$ cat src/common/frontend_macros.svh
/* tunable front-end constants: reset PC, interrupt-number width and PC step.
   included by the pipeline package and by any RTL file that needs a value */
`ifndef FRONTEND_MACROS_SVH
`define FRONTEND_MACROS_SVH

// first PC fetched after reset
`define FE_RESET_PC 32'h0000_1000

// width of the interrupt number carried with an instruction
`define FE_IRQ_NO_W 8

// byte step between sequential instructions
`define FE_PC_STEP 32'd4

`endif

$ cat src/common/frontend_pkg.sv
/* pipeline data types shared by fetch, the IF/ID register, decode and the top.
   import where PC, instruction or interrupt values cross a port */
`include "frontend_macros.svh"

package frontend_pkg;

    // program counter, byte address
    typedef logic [31:0] pc_t;

    // raw 32-bit instruction word
    typedef logic [31:0] inst_t;

    // interrupt number tagged onto an instruction
    typedef logic [`FE_IRQ_NO_W-1:0] irq_no_t;

    // fetch control, one idle cycle after reset before the first fetch
    typedef enum logic {
        FS_RESET = 1'b0,
        FS_RUN   = 1'b1
    } fetch_state_e;

endpackage

$ cat src/common/rv_isa_pkg.sv
/* RV32I instruction fields, major opcodes and the instruction classes
   produced by decode; also used by the testbench reference decoder */
package rv_isa_pkg;

    // architectural register index
    typedef logic [4:0] reg_idx_t;

    // sign-extended immediate
    typedef logic [31:0] imm_t;

    // bits [6:0] of the instruction
    typedef logic [6:0] opcode_t;

    // base opcode map
    localparam opcode_t OPC_LUI    = 7'b0110111;
    localparam opcode_t OPC_AUIPC  = 7'b0010111;
    localparam opcode_t OPC_JAL    = 7'b1101111;
    localparam opcode_t OPC_JALR   = 7'b1100111;
    localparam opcode_t OPC_BRANCH = 7'b1100011;
    localparam opcode_t OPC_LOAD   = 7'b0000011;
    localparam opcode_t OPC_STORE  = 7'b0100011;
    localparam opcode_t OPC_OP_IMM = 7'b0010011;
    localparam opcode_t OPC_OP     = 7'b0110011;
    localparam opcode_t OPC_SYSTEM = 7'b1110011;

    typedef enum logic [3:0] {
        CLS_LUI,
        CLS_AUIPC,
        CLS_JAL,
        CLS_JALR,
        CLS_BRANCH,
        CLS_LOAD,
        CLS_STORE,
        CLS_OP_IMM,
        CLS_OP,
        CLS_SYSTEM,
        CLS_ILLEGAL
    } inst_class_e;

endpackage

$ cat src/verilog/fetch_unit.sv
/* instruction fetch: holds the PC, addresses the instruction memory and offers
   each word to the IF/ID register, tagged with any pending interrupt */
`timescale 1ns/100ps
`include "frontend_macros.svh"

module fetch_unit
    import frontend_pkg::*;
(
    input  logic    clk,
    input  logic    reset,

    // instruction memory, answers in the same cycle
    output pc_t     imem_addr_o,
    input  inst_t   imem_data_i,

    input  logic    redirect_i,
    input  pc_t     redirect_pc_i,

    input  logic    irq_i,
    input  irq_no_t irq_no_i,

    // towards the IF/ID register
    output logic    valid_o,
    input  logic    ready_i,
    output pc_t     pc_o,
    output inst_t   inst_o,
    output logic    irq_o,
    output irq_no_t irq_no_o
);

    fetch_state_e state_q;
    pc_t          pc_q;
    logic         irq_pend_q;
    irq_no_t      irq_pend_no_q;
    logic         transfer;

    // nothing is offered while the PC is being redirected
    assign valid_o  = (state_q == FS_RUN) && !redirect_i;
    assign transfer = valid_o && ready_i;

    assign imem_addr_o = pc_q;
    assign pc_o        = pc_q;
    assign inst_o      = imem_data_i;

    // a pulse in this cycle rides along at once and wins over the latched number
    assign irq_o    = irq_pend_q || irq_i;
    assign irq_no_o = irq_i ? irq_no_i : irq_pend_no_q;

    always_ff @(posedge clk) begin
        if (reset) begin
            state_q <= FS_RESET;
            pc_q    <= `FE_RESET_PC;
        end else begin
            state_q <= FS_RUN;
            if (redirect_i) begin
                pc_q <= redirect_pc_i;
            end else if (transfer) begin
                pc_q <= pc_q + `FE_PC_STEP;
            end
        end
    end

    // pending interrupt, cleared once it leaves with an instruction
    always_ff @(posedge clk) begin
        if (reset) begin
            irq_pend_q <= 1'b0;
        end else if (transfer) begin
            irq_pend_q <= 1'b0;
        end else if (irq_i) begin
            irq_pend_q <= 1'b1;
        end
    end

    always_ff @(posedge clk) begin
        if (irq_i) begin
            irq_pend_no_q <= irq_no_i;
        end
    end

endmodule

$ cat src/verilog/if_id_reg.sv
/* IF/ID stage register: one instruction held under valid/ready,
   cleared by a flush when the PC is redirected */
`timescale 1ns/100ps

module if_id_reg
    import frontend_pkg::*;
(
    input  logic    clk,
    input  logic    reset,

    input  logic    flush_i,

    // from fetch
    input  logic    in_valid_i,
    output logic    in_ready_o,
    input  pc_t     pc_i,
    input  inst_t   inst_i,
    input  logic    irq_i,
    input  irq_no_t irq_no_i,

    // to decode
    output logic    out_valid_o,
    input  logic    out_ready_i,
    output pc_t     pc_o,
    output inst_t   inst_o,
    output logic    irq_o,
    output irq_no_t irq_no_o
);

    logic    valid_q;
    logic    irq_q;
    pc_t     pc_q;
    inst_t   inst_q;
    irq_no_t irq_no_q;

    // take a new word when empty or when the held one drains this cycle
    assign in_ready_o  = !valid_q || out_ready_i;
    assign out_valid_o = valid_q;
    assign pc_o        = pc_q;
    assign inst_o      = inst_q;
    assign irq_o       = irq_q;
    assign irq_no_o    = irq_no_q;

    // flush beats acceptance
    always_ff @(posedge clk) begin
        if (reset) begin
            valid_q <= 1'b0;
            irq_q   <= 1'b0;
        end else if (flush_i) begin
            valid_q <= 1'b0;
            irq_q   <= 1'b0;
        end else if (in_ready_o) begin
            valid_q <= in_valid_i;
            if (in_valid_i) begin
                irq_q <= irq_i;
            end
        end
    end

    // payload only moves on an accepted valid word
    always_ff @(posedge clk) begin
        if (!flush_i && in_ready_o && in_valid_i) begin
            pc_q     <= pc_i;
            inst_q   <= inst_i;
            irq_no_q <= irq_no_i;
        end
    end

endmodule

$ cat src/verilog/decode_unit.sv
/* combinational RV32I decode of the held instruction: register indices,
   immediate, class and an illegal flag; valid/ready pass straight through */
`timescale 1ns/100ps

module decode_unit
    import frontend_pkg::*;
    import rv_isa_pkg::*;
(
    input  logic        valid_i,
    input  inst_t       inst_i,
    output logic        ready_o,

    output logic        valid_o,
    input  logic        ready_i,
    output reg_idx_t    rd_o,
    output reg_idx_t    rs1_o,
    output reg_idx_t    rs2_o,
    output imm_t        imm_o,
    output inst_class_e class_o,
    output logic        illegal_o
);

    opcode_t opcode;
    imm_t    imm_i_fmt;
    imm_t    imm_s_fmt;
    imm_t    imm_b_fmt;
    imm_t    imm_u_fmt;
    imm_t    imm_j_fmt;

    assign valid_o = valid_i;
    assign ready_o = ready_i;

    assign opcode = inst_i[6:0];
    assign rd_o   = inst_i[11:7];
    assign rs1_o  = inst_i[19:15];
    assign rs2_o  = inst_i[24:20];

    // immediate formats, all sign-extended from bit 31
    assign imm_i_fmt = {{20{inst_i[31]}}, inst_i[31:20]};
    assign imm_s_fmt = {{20{inst_i[31]}}, inst_i[31:25], inst_i[11:7]};
    assign imm_b_fmt = {{19{inst_i[31]}}, inst_i[31], inst_i[7], inst_i[30:25],
                        inst_i[11:8], 1'b0};
    assign imm_u_fmt = {inst_i[31:12], 12'b0};
    assign imm_j_fmt = {{11{inst_i[31]}}, inst_i[31], inst_i[19:12], inst_i[20],
                        inst_i[30:21], 1'b0};

    always_comb begin
        illegal_o = 1'b0;
        imm_o     = '0;
        case (opcode)
            OPC_LUI: begin
                class_o = CLS_LUI;
                imm_o   = imm_u_fmt;
            end
            OPC_AUIPC: begin
                class_o = CLS_AUIPC;
                imm_o   = imm_u_fmt;
            end
            OPC_JAL: begin
                class_o = CLS_JAL;
                imm_o   = imm_j_fmt;
            end
            OPC_JALR: begin
                class_o = CLS_JALR;
                imm_o   = imm_i_fmt;
            end
            OPC_BRANCH: begin
                class_o = CLS_BRANCH;
                imm_o   = imm_b_fmt;
            end
            OPC_LOAD: begin
                class_o = CLS_LOAD;
                imm_o   = imm_i_fmt;
            end
            OPC_STORE: begin
                class_o = CLS_STORE;
                imm_o   = imm_s_fmt;
            end
            OPC_OP_IMM: begin
                class_o = CLS_OP_IMM;
                imm_o   = imm_i_fmt;
            end
            // register-register ops carry no immediate
            OPC_OP: begin
                class_o = CLS_OP;
            end
            OPC_SYSTEM: begin
                class_o = CLS_SYSTEM;
                imm_o   = imm_i_fmt;
            end
            default: begin
                class_o   = CLS_ILLEGAL;
                illegal_o = 1'b1;
            end
        endcase
    end

endmodule

$ cat src/verilog/frontend_top.sv
/* front end of the core: fetch, IF/ID register and decode in a row.
   memory, redirect and interrupt inputs in, decoded instruction out */
`timescale 1ns/100ps

module frontend_top
    import frontend_pkg::*;
    import rv_isa_pkg::*;
(
    input  logic        clk,
    input  logic        reset,

    output pc_t         imem_addr_o,
    input  inst_t       imem_data_i,

    input  logic        redirect_i,
    input  pc_t         redirect_pc_i,

    input  logic        irq_i,
    input  irq_no_t     irq_no_i,

    output logic        dec_valid_o,
    input  logic        dec_ready_i,
    output pc_t         dec_pc_o,
    output reg_idx_t    dec_rd_o,
    output reg_idx_t    dec_rs1_o,
    output reg_idx_t    dec_rs2_o,
    output imm_t        dec_imm_o,
    output inst_class_e dec_class_o,
    output logic        dec_illegal_o,
    output logic        dec_irq_o,
    output irq_no_t     dec_irq_no_o
);

    // fetch to stage register
    logic    fe_valid;
    logic    fe_ready;
    pc_t     fe_pc;
    inst_t   fe_inst;
    logic    fe_irq;
    irq_no_t fe_irq_no;

    // stage register to decode
    logic    id_valid;
    logic    id_ready;
    inst_t   id_inst;

    fetch_unit u_fetch (
        .clk           (clk),
        .reset         (reset),
        .imem_addr_o   (imem_addr_o),
        .imem_data_i   (imem_data_i),
        .redirect_i    (redirect_i),
        .redirect_pc_i (redirect_pc_i),
        .irq_i         (irq_i),
        .irq_no_i      (irq_no_i),
        .valid_o       (fe_valid),
        .ready_i       (fe_ready),
        .pc_o          (fe_pc),
        .inst_o        (fe_inst),
        .irq_o         (fe_irq),
        .irq_no_o      (fe_irq_no)
    );

    // a redirect also drops whatever the stage register holds
    if_id_reg u_if_id (
        .clk         (clk),
        .reset       (reset),
        .flush_i     (redirect_i),
        .in_valid_i  (fe_valid),
        .in_ready_o  (fe_ready),
        .pc_i        (fe_pc),
        .inst_i      (fe_inst),
        .irq_i       (fe_irq),
        .irq_no_i    (fe_irq_no),
        .out_valid_o (id_valid),
        .out_ready_i (id_ready),
        .pc_o        (dec_pc_o),
        .inst_o      (id_inst),
        .irq_o       (dec_irq_o),
        .irq_no_o    (dec_irq_no_o)
    );

    decode_unit u_decode (
        .valid_i   (id_valid),
        .inst_i    (id_inst),
        .ready_o   (id_ready),
        .valid_o   (dec_valid_o),
        .ready_i   (dec_ready_i),
        .rd_o      (dec_rd_o),
        .rs1_o     (dec_rs1_o),
        .rs2_o     (dec_rs2_o),
        .imm_o     (dec_imm_o),
        .class_o   (dec_class_o),
        .illegal_o (dec_illegal_o)
    );

endmodule

$ cat config.mk
export PLATFORM = sky130hd
export DESIGN_NAME = frontend_top
export DESIGN_NICKNAME = d
export VERILOG_FILES = /design/src/common/frontend_pkg.sv /design/src/common/rv_isa_pkg.sv /design/src/verilog/fetch_unit.sv /design/src/verilog/if_id_reg.sv /design/src/verilog/decode_unit.sv /design/src/verilog/frontend_top.sv
export VERILOG_INCLUDE_DIRS = /design/src /design/src/common
export SDC_FILE = /design/constraint.sdc
export NUM_CORES = 1
export LEC_CHECK = 0
export ABC_CLOCK_PERIOD_IN_PS = 5100
export BUFFER_PORTS_ARGS = -buffer_cell sky130_fd_sc_hd__buf_4
export CORE_MARGIN = 2
export CORE_UTILIZATION = 51
export CTS_BUF_LIST = sky130_fd_sc_hd__clkbuf_8
export CTS_CLUSTER_SIZE = 25
export DETAILED_ROUTE_END_ITERATION = 8
export GPL_TIMING_DRIVEN = 0
export HOLD_SLACK_MARGIN = 0.06
export PLACE_DENSITY_LB_ADDON = 0.12
export SYNTH_ARGS = -nofsm -noshare
export SYNTH_HDL_FRONTEND = slang
export SYNTH_SLANG_ARGS = --single-unit
$ cat constraint.sdc
create_clock -name clk -period 5.1 [get_ports clk]
set_input_delay 0.51 -clock clk [delete_from_list [all_inputs] [get_ports clk]]
set_output_delay 0.51 -clock clk [all_outputs]
set_load 0.1 [all_outputs]
### Word-level counts from Yosys, hierarchy flattened

Cells that the tools add are included.

| operators by class | value |
|---|---|
| $add $sub $neg | 1 |
| equality and inequality tests | 10 |
| muxes and demuxes | 7 |
| reduce and logical (&&, ||, !) cells | 15 |

Operators with widths:

| operator | number |
|---|---|
| one-hot mux 32 bit (5 select lines) | 1 |
| two-way mux 32 bit | 2 |
| one-hot mux 4 bit (10 select lines) | 1 |
| adder 32 x 3 -> 32 bit, second input constant | 1 |
| equality test 7 bit, second input constant | 4 |
| equality test 7 x 6 -> 1 bit, second input constant | 3 |
| equality test 7 x 5 -> 1 bit, second input constant | 2 |
| OR reduction 10 bit | 1 |
| two-way mux 8 bit | 1 |
| equality test 7 x 2 -> 1 bit, second input constant | 1 |
| OR reduction 2 bit | 3 |
| logical AND 1 bit | 4 |
| OR reduction 4 bit | 1 |
| zero test 1 bit | 2 |
| logical OR 1 bit | 2 |
| two-way mux 1 bit | 2 |
| AND reduction 2 bit | 1 |
| nonzero test 2 bit | 1 |

| storage, ports and cells | value |
|---|---|
| register bits | 116 |
| bits of input ports | 77 |
| output and inout bits | 126 |
| word-level logic and storage cells | 42 |

### Depth between registers and ports, before layout

Gate-level depths: netlist of run 1.

| depth | value |
|---|---|
| depth in word-level cells | 5 |
| mapped depth | 6 |

### By module

A second synthesis of run 1 with hierarchy kept.

| second synthesis, totals | value |
|---|---|
| cell total of the unflattened synthesis | 513 |
| area, all modules | 5796.8 µm² |

Modules (own cells, without submodules):

| module | times used | cells each | area an instance (µm²) |
|---|---|---|---|
| fetch_unit | 1 | 319 | 2780.2 |
| if_id_reg | 1 | 82 | 2268.4 |
| decode_unit | 1 | 112 | 748.2 |

### Least setup slack after synthesis of run 1

No wires, ideal clock.

| path | value |
|---|---|
| kind | register to register |
| start point | register u_if_id.valid_q, in the netlist u_if_id.out_valid_o |
| end point | register u_if_id.inst_q[0], in the netlist u_if_id.inst_o[0] (enable) |
| setup time | 0.504 ns |
| data arrival time | 4.310 ns |
| setup slack | 0.286 ns |
| cell stages (with the launch flop) | 5 |
| period minus slack after synthesis | 4.814 ns |
| cells stage by stage | dfxtp_1 > or2b_2 > buf_2 > nand2_1 > nor2_1 |

| between the ends | value |
|---|---|
| longest elaborated chain between the ends | 4 |

RTL lines:

| item | line | source |
|---|---|---|
| from (decl) | if_id_reg.sv:30 | `logic valid_q;` |
| from (signal assigned) | if_id_reg.sv:53 | `valid_q <= in_valid_i;` |
| zero test 1 bit | if_id_reg.sv:37 | `assign in_ready_o = !valid_q \|\| out_ready_i;` |
| logical OR 1 bit | if_id_reg.sv:37 |  |
| logical AND 1 bit (2 in series) | if_id_reg.sv:62 | `if (!flush_i && in_ready_o && in_valid_i) begin` |
| to (signal assigned) | if_id_reg.sv:64 | `inst_q <= inst_i;` |
| to (decl) | if_id_reg.sv:33 | `inst_t inst_q;` |

Every way passes these cells.
A chain may end at the register's enable or synchronous reset.

### Worst setup path after layout of run 1

| path | value |
|---|---|
| start point | register u_if_id.inst_q[6], in the netlist u_if_id.inst_o[6] |
| end point | output port dec_imm_o[14] |

| between the ends | value |
|---|---|
| longest elaborated chain between the ends | 3 |

RTL lines:

| item | line | source |
|---|---|---|
| equality test 7 bit, or another cell as far along | decode_unit.sv:50 | `case (opcode)` |
| OR reduction 4 bit (no source line) or OR reduction 2 bit (tied branches) | n/a |  |
| one-hot mux 32 bit (5 select lines) (*) | decode_unit.sv:50 |  |
| to (decl) | frontend_top.sv:27 | `output imm_t dec_imm_o,` |

Mark *: on every way between the ends. The rest lies on a longest branch, timed or not.

==> results of run 1 <==
power groups by stage:
stage	Sequential [mW]	Clock [mW]	Combinational (mW)
global route	1.11	0.961	0.606
floorplan	1.37	0	0.182
detailed placement	1.12	0	0.585
global placement	1.13	0	0.574
CTS	1.10	0.918	0.586
finish	1.11	0.904	0.586
registers in the layout, summed over array words and instances (netlist names):
signal and count:
u_if_id.irq_o 1, u_if_id.out_valid_o 1, u_if_id.irq_no_o 8, u_fetch.imem_addr_o 32, u_fetch.irq_pend_no_q 8, u_fetch.state_q 1, u_if_id.pc_o 32, u_fetch.irq_pend_q 1
u_if_id.inst_o 32
cell type report:
class,instances,area share
inverters,12,0.00596
clock buffers,19,0.0346
multi-input cells,302,0.267
flip-flops and latches,116,0.402
repair buffers,203,0.205
plain buffers,50,0.0405
clock inverters,13,0.0218
well taps,136,0.0225
metal layers:
metal  wire, µm  part of all wire  track usage
met1       6220              0.40        0.345
met2       7600              0.49        0.448
met3       1420             0.091       0.0742
met4        241             0.016       0.0891
met5          0                 0            0
cells by family (layout without fill, tap and decap cells):
| logic type | count (synthesis) | count (layout) | share of synthesized area |
|---|---|---|---|
| compound gates | 99 | 99 | 0.142 |
| xor+xnor | 6 | 6 | 0.00972 |
| fa+ha+maj | 1 | 1 | 0.00231 |
| buf+inv | 62 | 297 | 0.0650 |
| flops | 116 | 116 | 0.563 |
| mux | 11 | 11 | 0.0224 |
| simple gates | 185 | 185 | 0.195 |
cells in the mapped netlist, types with 6 or more instances:
| library cell | n | area, µm² |
|---|---|---|
| sky130_fd_sc_hd__edfxtp_1 | 72 | 2160 |
| sky130_fd_sc_hd__dfxtp_1 | 44 | 881 |
| sky130_fd_sc_hd__nor2_1 | 35 | 131 |
| sky130_fd_sc_hd__nand3_1 | 22 | 110 |
| sky130_fd_sc_hd__nand4_1 | 21 | 131 |
| sky130_fd_sc_hd__nand2_1 | 20 | 75.1 |
| sky130_fd_sc_hd__a21o_1 | 19 | 143 |
| sky130_fd_sc_hd__buf_4 | 16 | 120 |
| sky130_fd_sc_hd__clkbuf_1 | 16 | 60.1 |
| sky130_fd_sc_hd__or4_1 | 16 | 120 |
| sky130_fd_sc_hd__inv_1 | 12 | 45.0 |
| sky130_fd_sc_hd__nor3_1 | 12 | 60.1 |
| sky130_fd_sc_hd__o31ai_1 | 12 | 90.1 |
| sky130_fd_sc_hd__a311oi_1 | 11 | 96.3 |
| sky130_fd_sc_hd__buf_2 | 11 | 55.1 |
| sky130_fd_sc_hd__and3_1 | 10 | 62.6 |
| sky130_fd_sc_hd__o21ai_0 | 10 | 50.1 |
| sky130_fd_sc_hd__or3_1 | 10 | 62.6 |
| sky130_fd_sc_hd__mux2_2 | 9 | 101 |
| sky130_fd_sc_hd__nor2b_1 | 9 | 56.3 |
| sky130_fd_sc_hd__a21oi_1 | 7 | 35.0 |
| sky130_fd_sc_hd__and2_1 | 6 | 37.5 |
| sky130_fd_sc_hd__buf_6 | 6 | 67.6 |
| sky130_fd_sc_hd__nor4_1 | 6 | 37.5 |
worst reg2reg max path: stages, from the launching register on:
cell	delay, ps
sky130_fd_sc_hd__dfxtp_1	330
sky130_fd_sc_hd__or2b_2	220
sky130_fd_sc_hd__buf_2	220
sky130_fd_sc_hd__nand2_1	190
sky130_fd_sc_hd__nor2_4	330
sky130_fd_sc_hd__buf_12	260
sky130_fd_sc_hd__buf_12	240
worst paths after layout:
check / start / to / slack, ps / cells past startpoint
max reg2reg: u_if_id.out_valid_o / u_if_id.inst_o[16] / 2990 / 6
min: imem_data_i[4] / u_if_id.inst_o[4] / 250 / 1
max: u_if_id.inst_o[6] / dec_imm_o[14] / 2020 / 5
min reg2reg: u_fetch.imem_addr_o[0] / u_if_id.pc_o[0] / 470 / 0
==> impl_metrics.prom, run 1 <==
# TYPE chip_impl_metric gauge
chip_impl_metric{name="synthesized_instance_count",unit=""} 480
chip_impl_metric{name="final.min_clock_period",unit="ps"} 3080
chip_impl_metric{name="multi_input_comb_area",unit="mm²"} 0.00202
chip_impl_info{name="critPathSlowestCell",value="sky130_fd_sc_hd__a2111oi_2"} 1
chip_impl_metric{name="core_region_area",unit="mm²"} 0.0103
chip_impl_metric{name="detailroute.via_count",unit=""} 4901
chip_impl_info{name="crit_family",value="compound AO/OA/AOI/OAI gates"} 1
chip_impl_info{name="setup.worst_path.start_class",value="flip-flop"} 1
chip_impl_metric{name="detailedPlacementHpwl",unit="µm"} 11200
chip_impl_metric{name="drive_gt1_frac",unit=""} 0.404
chip_impl_metric{name="finalWorstSetupSlack",unit="ps"} 2020
chip_impl_metric{name="insertion_delay",unit="ps"} 430
chip_impl_info{name="cp-end-kind",value="primary output"} 1
chip_impl_metric{name="clock_skew",unit="ps"} 11.7
chip_impl_metric{name="die_width",unit="µm"} 107
chip_impl_info{name="cts_tree",value="built"} 1
chip_impl_metric{name="peakVddDrop",unit="V"} 0.000296
chip_impl_metric{name="area_post_placement",unit="mm²"} 0.00714
chip_impl_metric{name="power.density_cell_area",unit="mW/mm²"} 343
chip_impl_info{name="grt_setup_unrepaired",value="false"} 1
chip_impl_metric{name="synthDistinctLibCells",unit=""} 59
chip_impl_metric{name="required_time_worst_endpoint",unit="ps"} 4590
chip_impl_metric{name="htree_num_levels",unit=""} 4
chip_impl_metric{name="cpPeakStageDelay",unit="ps"} 800
chip_impl_info{name="layout_common_cells",value="217 x sky130_fd_sc_hd__buf_4, 72 x sky130_fd_sc_hd__edfxtp_1, 44 x sky130_fd_sc_hd__dfxtp_1, 34 x sky130_fd_sc_hd__nor2_1, 22 x sky130_fd_sc_hd__nand3_1"} 1
chip_impl_metric{name="drt-pass1-iter-count",unit=""} 5
chip_impl_metric{name="finalWirelength",unit="µm"} 15500
chip_impl_metric{name="finalNetCount",unit=""} 780
chip_impl_metric{name="switchingPower",unit="mW"} 0.840
chip_impl_metric{name="final.fill_count",unit=""} 750
chip_impl_metric{name="cap_violations",unit=""} 0
chip_impl_metric{name="power.share.combinational",unit=""} 0.226
chip_impl_metric{name="globalRoute.totalOverflow",unit=""} 0
chip_impl_metric{name="vias_in_the_first_global_route",unit=""} 4597
chip_impl_info{name="synth_top_flop_cell",value="sky130_fd_sc_hd__edfxtp_1"} 1
chip_impl_metric{name="ys_ff_latch",unit=""} 116
chip_impl_metric{name="synth_edf_count",unit=""} 72
chip_impl_metric{name="arrival",unit="ps"} 2570
chip_impl_metric{name="net_count_after_synthesis",unit=""} 558
chip_impl_metric{name="timing.fmax",unit="MHz"} 325
chip_impl_metric{name="globalplace.congestion",unit=""} 0.884
chip_impl_metric{name="cp.buffers_inverters",unit=""} 2
chip_impl_metric{name="port_buffers",unit=""} 201
chip_impl_metric{name="ant_nets",unit=""} 0
chip_impl_metric{name="synth_area_per_cell",unit="µm²"} 11.3
chip_impl_metric{name="die-height",unit="µm"} 107
chip_impl_metric{name="antenna_found_initial",unit=""} 0
chip_impl_metric{name="cts.hold.buffers_added",unit=""} 0
chip_impl_metric{name="max-slew-margin-rel",unit=""} 0.431
chip_impl_info{name="cts.root.buffer_cell",value="sky130_fd_sc_hd__clkbuf_8"} 1
chip_impl_metric{name="min_period_over_period",unit=""} 0.603
chip_impl_metric{name="synthArstFlopShare",unit=""} 0
chip_impl_metric{name="pwr-share-clk",unit=""} 0.348
chip_impl_metric{name="detailedPlace.worstSlack",unit="ps"} 2520
chip_impl_metric{name="yosysWarningCount",unit=""} 0
chip_impl_metric{name="postLayoutCoreUtil",unit=""} 0.733
chip_impl_metric{name="whs",unit="ps"} 251
chip_impl_metric{name="p_int",unit="mW"} 1.75
chip_impl_metric{name="critPathMaxFanout",unit=""} 10
chip_impl_metric{name="grt_usage",unit=""} 0.271
chip_impl_info{name="status",value="finished, final reports clean"} 1
chip_impl_metric{name="n_antenna_cell",unit=""} 0
chip_impl_info{name="critPathKind",value="reg2out"} 1
chip_impl_metric{name="floorplan.initialDensity",unit=""} 0.524
chip_impl_metric{name="part_of_the_yosys_area_used_for_sequential_elements",unit=""} 0.563
chip_impl_metric{name="seq_area",unit="mm²"} 0.00304
chip_impl_metric{name="clk_path_buf_depth",unit=""} 2
chip_impl_info{name="layout.cells.most_common",value="sky130_fd_sc_hd__buf_4"} 1
chip_impl_metric{name="worstMarginPinSlew",unit="ps"} 851
chip_impl_metric{name="area_growth_syn_to_layout",unit="%"} 39.8
chip_impl_info{name="critical_path.cell_chain",value="clkbuf_1, nor2_1, a2111oi_2, a21o_1, buf_4"} 1
chip_impl_metric{name="totalNegativeSetupSlack",unit="ps"} 0
chip_impl_info{name="hold_path.class",value="in2reg"} 1
chip_impl_metric{name="floorplan.die_area",unit="mm²"} 0.0114
chip_impl_metric{name="drc_errors",unit=""} 0
chip_impl_metric{name="setup_violating_endpoint_count_in_the_final_report",unit=""} 0
chip_impl_metric{name="pin_count_of_the_biggest_net_entering_global_routing",unit=""} 37
chip_impl_metric{name="dr.first_iter.drc_count",unit=""} 421
chip_impl_metric{name="switching_share",unit=""} 0.324
chip_impl_metric{name="global_route_wire_length_before_repair",unit="µm"} 23800
chip_impl_metric{name="postCtsResizedCells",unit=""} 0
chip_impl_metric{name="overall_power",unit="mW"} 2.60
chip_impl_metric{name="fp-row-count",unit=""} 37
chip_impl_metric{name="design.portCount",unit=""} 203
chip_impl_metric{name="postCtsSetupRepairBufs",unit=""} 0
chip_impl_metric{name="dp_cells",unit=""} 819
chip_impl_metric{name="post-route-cell-area",unit="mm²"} 0.00756
chip_impl_metric{name="report.final.slew_viol_count",unit=""} 0
chip_impl_metric{name="detail_route.vias_per_cell",unit=""} 5.76
chip_impl_metric{name="finalNonFillerCells",unit=""} 851
chip_impl_metric{name="power.sequential.fraction",unit=""} 0.426
chip_impl_metric{name="cts.sinks",unit=""} 116
chip_impl_metric{name="clkSlewWorstSetupHoldPaths",unit="ps"} 70
chip_impl_metric{name="finalHoldViolCount",unit=""} 0
chip_impl_metric{name="post_synth_instance_area",unit="mm²"} 0.00541
chip_impl_metric{name="total_leakage_power",unit="nW"} 3.26
chip_impl_metric{name="inserted_clock_buffers",unit=""} 17
chip_impl_metric{name="wire_per_inst",unit="µm"} 18.2
Note: power is estimated with default switching activity, not from simulation.
==> run 2: changes to the inputs <==
--- a/config.mk
+++ b/config.mk
@@ -6,7 +6,8 @@
 export SDC_FILE = /design/constraint.sdc
 export NUM_CORES = 1
 export LEC_CHECK = 0
-export ABC_CLOCK_PERIOD_IN_PS = 5100
+export ABC_AREA = 1
+export ABC_CLOCK_PERIOD_IN_PS = 3200
 export BUFFER_PORTS_ARGS = -buffer_cell sky130_fd_sc_hd__buf_4
 export CORE_MARGIN = 2
 export CORE_UTILIZATION = 51
==> constraint.sdc (replaced) <==
create_clock -name clk -period 3.2 [get_ports clk]
set_input_delay 0.32 -clock clk [delete_from_list [all_inputs] [get_ports clk]]
set_output_delay 0.32 -clock clk [all_outputs]
set_load 0.1 [all_outputs]
==> impl_metrics.prom, run 2 <==
# TYPE chip_impl_metric gauge
chip_impl_metric{name="vias_in_the_first_global_route",unit=""} 4991
chip_impl_info{name="critPathSlowestCell",value="sky130_fd_sc_hd__edfxtp_1"} 1
chip_impl_info{name="hold_path.class",value="in2reg"} 1
chip_impl_metric{name="synth_edf_count",unit=""} 72
chip_impl_metric{name="ys_ff_latch",unit=""} 116
chip_impl_info{name="critPathKind",value="reg2out"} 1
chip_impl_info{name="layout_common_cells",value="215 x sky130_fd_sc_hd__buf_4, 169 x sky130_fd_sc_hd__nand2_1, 72 x sky130_fd_sc_hd__edfxtp_1, 61 x sky130_fd_sc_hd__inv_1, 53 x sky130_fd_sc_hd__nor2_1"} 1
chip_impl_info{name="post-synth-top-count-cell",value="sky130_fd_sc_hd__nand2_1"} 1
chip_impl_info{name="critical_path.cell_chain",value="inv_1, nand3_2, inv_2, nand4_4, inv_2, nand2_1, nand2_1, inv_1, buf_6, nand3_1, buf_4"} 1
chip_impl_metric{name="drive_gt1_frac",unit=""} 0.340
chip_impl_metric{name="port_buffers",unit=""} 199
chip_impl_metric{name="floorplan.die_area",unit="mm²"} 0.0116
chip_impl_metric{name="grt_usage",unit=""} 0.272
chip_impl_metric{name="clock_skew",unit="ps"} 12.4
chip_impl_metric{name="antenna_found_initial",unit=""} 0
chip_impl_metric{name="finalWirelength",unit="µm"} 15500
chip_impl_metric{name="synth_top_area_frac",unit=""} 0.395
chip_impl_metric{name="floorplan.initialDensity",unit=""} 0.528
chip_impl_info{name="synth_common_cells",value="169 x sky130_fd_sc_hd__nand2_1, 72 x sky130_fd_sc_hd__edfxtp_1, 61 x sky130_fd_sc_hd__inv_1"} 1
chip_impl_info{name="layout.cells.most_common",value="sky130_fd_sc_hd__buf_4"} 1
chip_impl_metric{name="report.final.slew_viol_count",unit=""} 0
chip_impl_metric{name="cts.hold.buffers_added",unit=""} 32
chip_impl_metric{name="drc_errors",unit=""} 0
chip_impl_info{name="cp-end-kind",value="primary output"} 1
chip_impl_metric{name="global_route_wire_length_before_repair",unit="µm"} 24200
chip_impl_metric{name="post_synth_instance_area",unit="mm²"} 0.00547
chip_impl_metric{name="die-height",unit="µm"} 108
chip_impl_metric{name="cap_violations",unit=""} 0
chip_impl_info{name="status",value="finished, final reports clean"} 1
chip_impl_metric{name="detail_route.vias_per_cell",unit=""} 5.06
chip_impl_metric{name="critPathMaxFanout",unit=""} 10
chip_impl_info{name="cts_tree",value="built"} 1
chip_impl_info{name="synth_top_flop_cell",value="sky130_fd_sc_hd__edfxtp_1"} 1
chip_impl_info{name="crit_family",value="buffers and inverters"} 1
chip_impl_info{name="grt_most_used_layer",value="met2"} 1
chip_impl_metric{name="globalplace.congestion",unit=""} 0.962
chip_impl_metric{name="timing.critical_path.depth",unit=""} 11
chip_impl_metric{name="p_int",unit="mW"} 2.71
chip_impl_metric{name="finalHoldViolCount",unit=""} 0
chip_impl_metric{name="timing.fmax",unit="MHz"} 379
chip_impl_metric{name="arrival",unit="ps"} 2320
chip_impl_metric{name="clk_path_buf_depth",unit=""} 2
chip_impl_metric{name="switchingPower",unit="mW"} 1.39
chip_impl_metric{name="detailedPlacementHpwl",unit="µm"} 11300
chip_impl_metric{name="global_route.usage.met2",unit=""} 0.486
chip_impl_metric{name="ant_nets",unit=""} 0
chip_impl_metric{name="power.sequential.fraction",unit=""} 0.426
chip_impl_metric{name="peakVddDrop",unit="V"} 0.000354
chip_impl_metric{name="pwr-share-clk",unit=""} 0.353
chip_impl_metric{name="setup_violating_endpoint_count_in_the_final_report",unit=""} 0
chip_impl_metric{name="detailroute.via_count",unit=""} 5131
chip_impl_metric{name="cp.buffers_inverters",unit=""} 6
chip_impl_metric{name="finalNetCount",unit=""} 944
chip_impl_metric{name="yosysWarningCount",unit=""} 0
chip_impl_metric{name="synthArstFlopShare",unit=""} 0
chip_impl_metric{name="net_count_after_synthesis",unit=""} 693
chip_impl_metric{name="area_growth_syn_to_layout",unit="%"} 44.8
chip_impl_metric{name="globalRoute.totalOverflow",unit=""} 0
chip_impl_metric{name="whs_path_depth",unit=""} 3
chip_impl_metric{name="total_leakage_power",unit="nW"} 3.61
chip_impl_metric{name="cts.sinks",unit=""} 116
chip_impl_metric{name="pin_count_of_the_biggest_net_entering_global_routing",unit=""} 65
chip_impl_metric{name="post-route-cell-area",unit="mm²"} 0.00792
chip_impl_metric{name="switching_share",unit=""} 0.339
chip_impl_metric{name="wire_per_inst",unit="µm"} 15.3
chip_impl_info{name="synth_top_cells_by_area",value="sky130_fd_sc_hd__edfxtp_1 40%, sky130_fd_sc_hd__dfxtp_1 16%, sky130_fd_sc_hd__nand2_1 12%"} 1
chip_impl_metric{name="postCtsResizedCells",unit=""} 0
chip_impl_metric{name="drt-pass1-iter-count",unit=""} 5
chip_impl_metric{name="synthDistinctLibCells",unit=""} 37
chip_impl_metric{name="insertion_delay",unit="ps"} 430
chip_impl_metric{name="power.density_cell_area",unit="mW/mm²"} 517
chip_impl_metric{name="inserted_clock_buffers",unit=""} 17
chip_impl_metric{name="fp-row-count",unit=""} 37
chip_impl_metric{name="htree_num_levels",unit=""} 4
chip_impl_metric{name="die_width",unit="µm"} 108
chip_impl_info{name="setup.worst_path.start_class",value="flip-flop"} 1
chip_impl_metric{name="gr-usage-met1",unit=""} 0.308
chip_impl_metric{name="worstMarginPinSlew",unit="ps"} 541
chip_impl_metric{name="max-slew-margin-rel",unit=""} 0.640
chip_impl_metric{name="min_period_over_period",unit=""} 0.823
chip_impl_metric{name="cpPeakStageDelay",unit="ps"} 410
chip_impl_metric{name="r2r.worst_path.cells",unit=""} 9
chip_impl_metric{name="design.portCount",unit=""} 203
chip_impl_metric{name="synthesized_instance_count",unit=""} 615
chip_impl_metric{name="use_met3",unit=""} 0.0726
chip_impl_metric{name="overall_power",unit="mW"} 4.09
chip_impl_metric{name="clkSlewWorstSetupHoldPaths",unit="ps"} 80
chip_impl_metric{name="required_time_worst_endpoint",unit="ps"} 2880
chip_impl_metric{name="power.share.combinational",unit=""} 0.221
chip_impl_metric{name="whs",unit="ps"} 126
chip_impl_metric{name="synth_area_per_cell",unit="µm²"} 8.89
chip_impl_info{name="grt_setup_unrepaired",value="false"} 1
chip_impl_metric{name="area_post_placement",unit="mm²"} 0.00717
chip_impl_metric{name="part_of_the_yosys_area_used_for_sequential_elements",unit=""} 0.556
chip_impl_metric{name="final.min_clock_period",unit="ps"} 2640
chip_impl_info{name="yosys.area.top_type",value="sky130_fd_sc_hd__edfxtp_1"} 1
chip_impl_metric{name="postCtsSetupRepairBufs",unit=""} 0
chip_impl_info{name="cts.root.buffer_cell",value="sky130_fd_sc_hd__clkbuf_8"} 1
chip_impl_metric{name="n_antenna_cell",unit=""} 0
chip_impl_metric{name="dr.first_iter.drc_count",unit=""} 343
chip_impl_metric{name="core_region_area",unit="mm²"} 0.0104
run 2: changes by cell type in the layout (fill, tap and decap cells not counted), moves of 14 or more:
cell / before / now
sky130_fd_sc_hd__nand2_1: 20 / 169
sky130_fd_sc_hd__nand3_1: 22 / 52
sky130_fd_sc_hd__nand4_1: 21 / 5
sky130_fd_sc_hd__nor2_1: 34 / 53
sky130_fd_sc_hd__or4_1: 16 / 0
sky130_fd_sc_hd__o21ai_0: 10 / 24
sky130_fd_sc_hd__dlygate4sd3_1: 0 / 32
sky130_fd_sc_hd__a21oi_1: 7 / 32
sky130_fd_sc_hd__inv_1: 15 / 61
sky130_fd_sc_hd__a21o_1: 19 / 1
run 2: layout make-up:
class | instances | area (µm²)
flip-flops and latches | 116 | 3040
clock buffers | 17 | 234
repair buffers | 232 | 1840
multi-input cells | 399 | 1960
well taps | 136 | 170
clock inverters | 15 | 194
inverters | 68 | 255
plain buffers | 32 | 218
fillers | 747 | 2450
run 2: logic make-up after synthesis:
logic type | Yosys count | share of synthesized area
and+or+nand+nor | 313 | 0.258
DFF | 116 | 0.556
buffers and inverters | 100 | 0.0858
AOI/OAI and AO/OA | 70 | 0.0702
muxes | 8 | 0.0165
xor gates and xnor gates | 7 | 0.0112
adders and majority gates | 1 | 0.00229
run 2: metrics by stage:
stage	utilization	TNS [ps]	setup WS (ps)	std cells
2_1_floorplan	-	-1130	-478	615
3_3_place_gp	0.689	0	517	950
3_5_place_dp	0.691	0	1060	951
4_1_cts	0.764	0	566	1015
5_1_grt	0.764	0	405	1015
6_report	0.764	0	565	1015
run 2: worst paths after layout:
kind	startpoint	endpoint	slack (ps)
setup reg to reg	u_fetch.imem_addr_o[2]	u_fetch.imem_addr_o[24]	1430
hold / removal	redirect_pc_i[1]	u_fetch.imem_addr_o[1]	130
hold reg to reg	u_fetch.imem_addr_o[1]	u_if_id.pc_o[1]	460
setup / recovery	u_if_id.inst_o[4]	dec_imm_o[26]	560
run 2: power groups by stage:
stage	sequential, mW	clock [mW]	combinational (mW)
global placement	1.78	0	0.856
floorplan	2.13	0	0.280
finish	1.74	1.44	0.905
global route	1.75	1.53	0.942
detailed placement	1.78	0	0.870
CTS	1.74	1.47	0.906
run 2: worst reg2reg max path: stages, from the launching register on:
cell	delay [ps]
sky130_fd_sc_hd__dfxtp_1	410
sky130_fd_sc_hd__ha_1	190
sky130_fd_sc_hd__nand2_1	90
sky130_fd_sc_hd__nor2_2	180
sky130_fd_sc_hd__nand2_1	130
sky130_fd_sc_hd__nor2_1	330
sky130_fd_sc_hd__nand2_1	90
sky130_fd_sc_hd__nand2_1	70
sky130_fd_sc_hd__nand3_1	60
sky130_fd_sc_hd__a21oi_1	150
run 2: layer usage:
metal  wire [µm]  vias to the layer above
li1            -                     2514
met1        5950                     2349
met2        8050                      236
met3        1180                       32
met4         331                        0
met5           0                        -
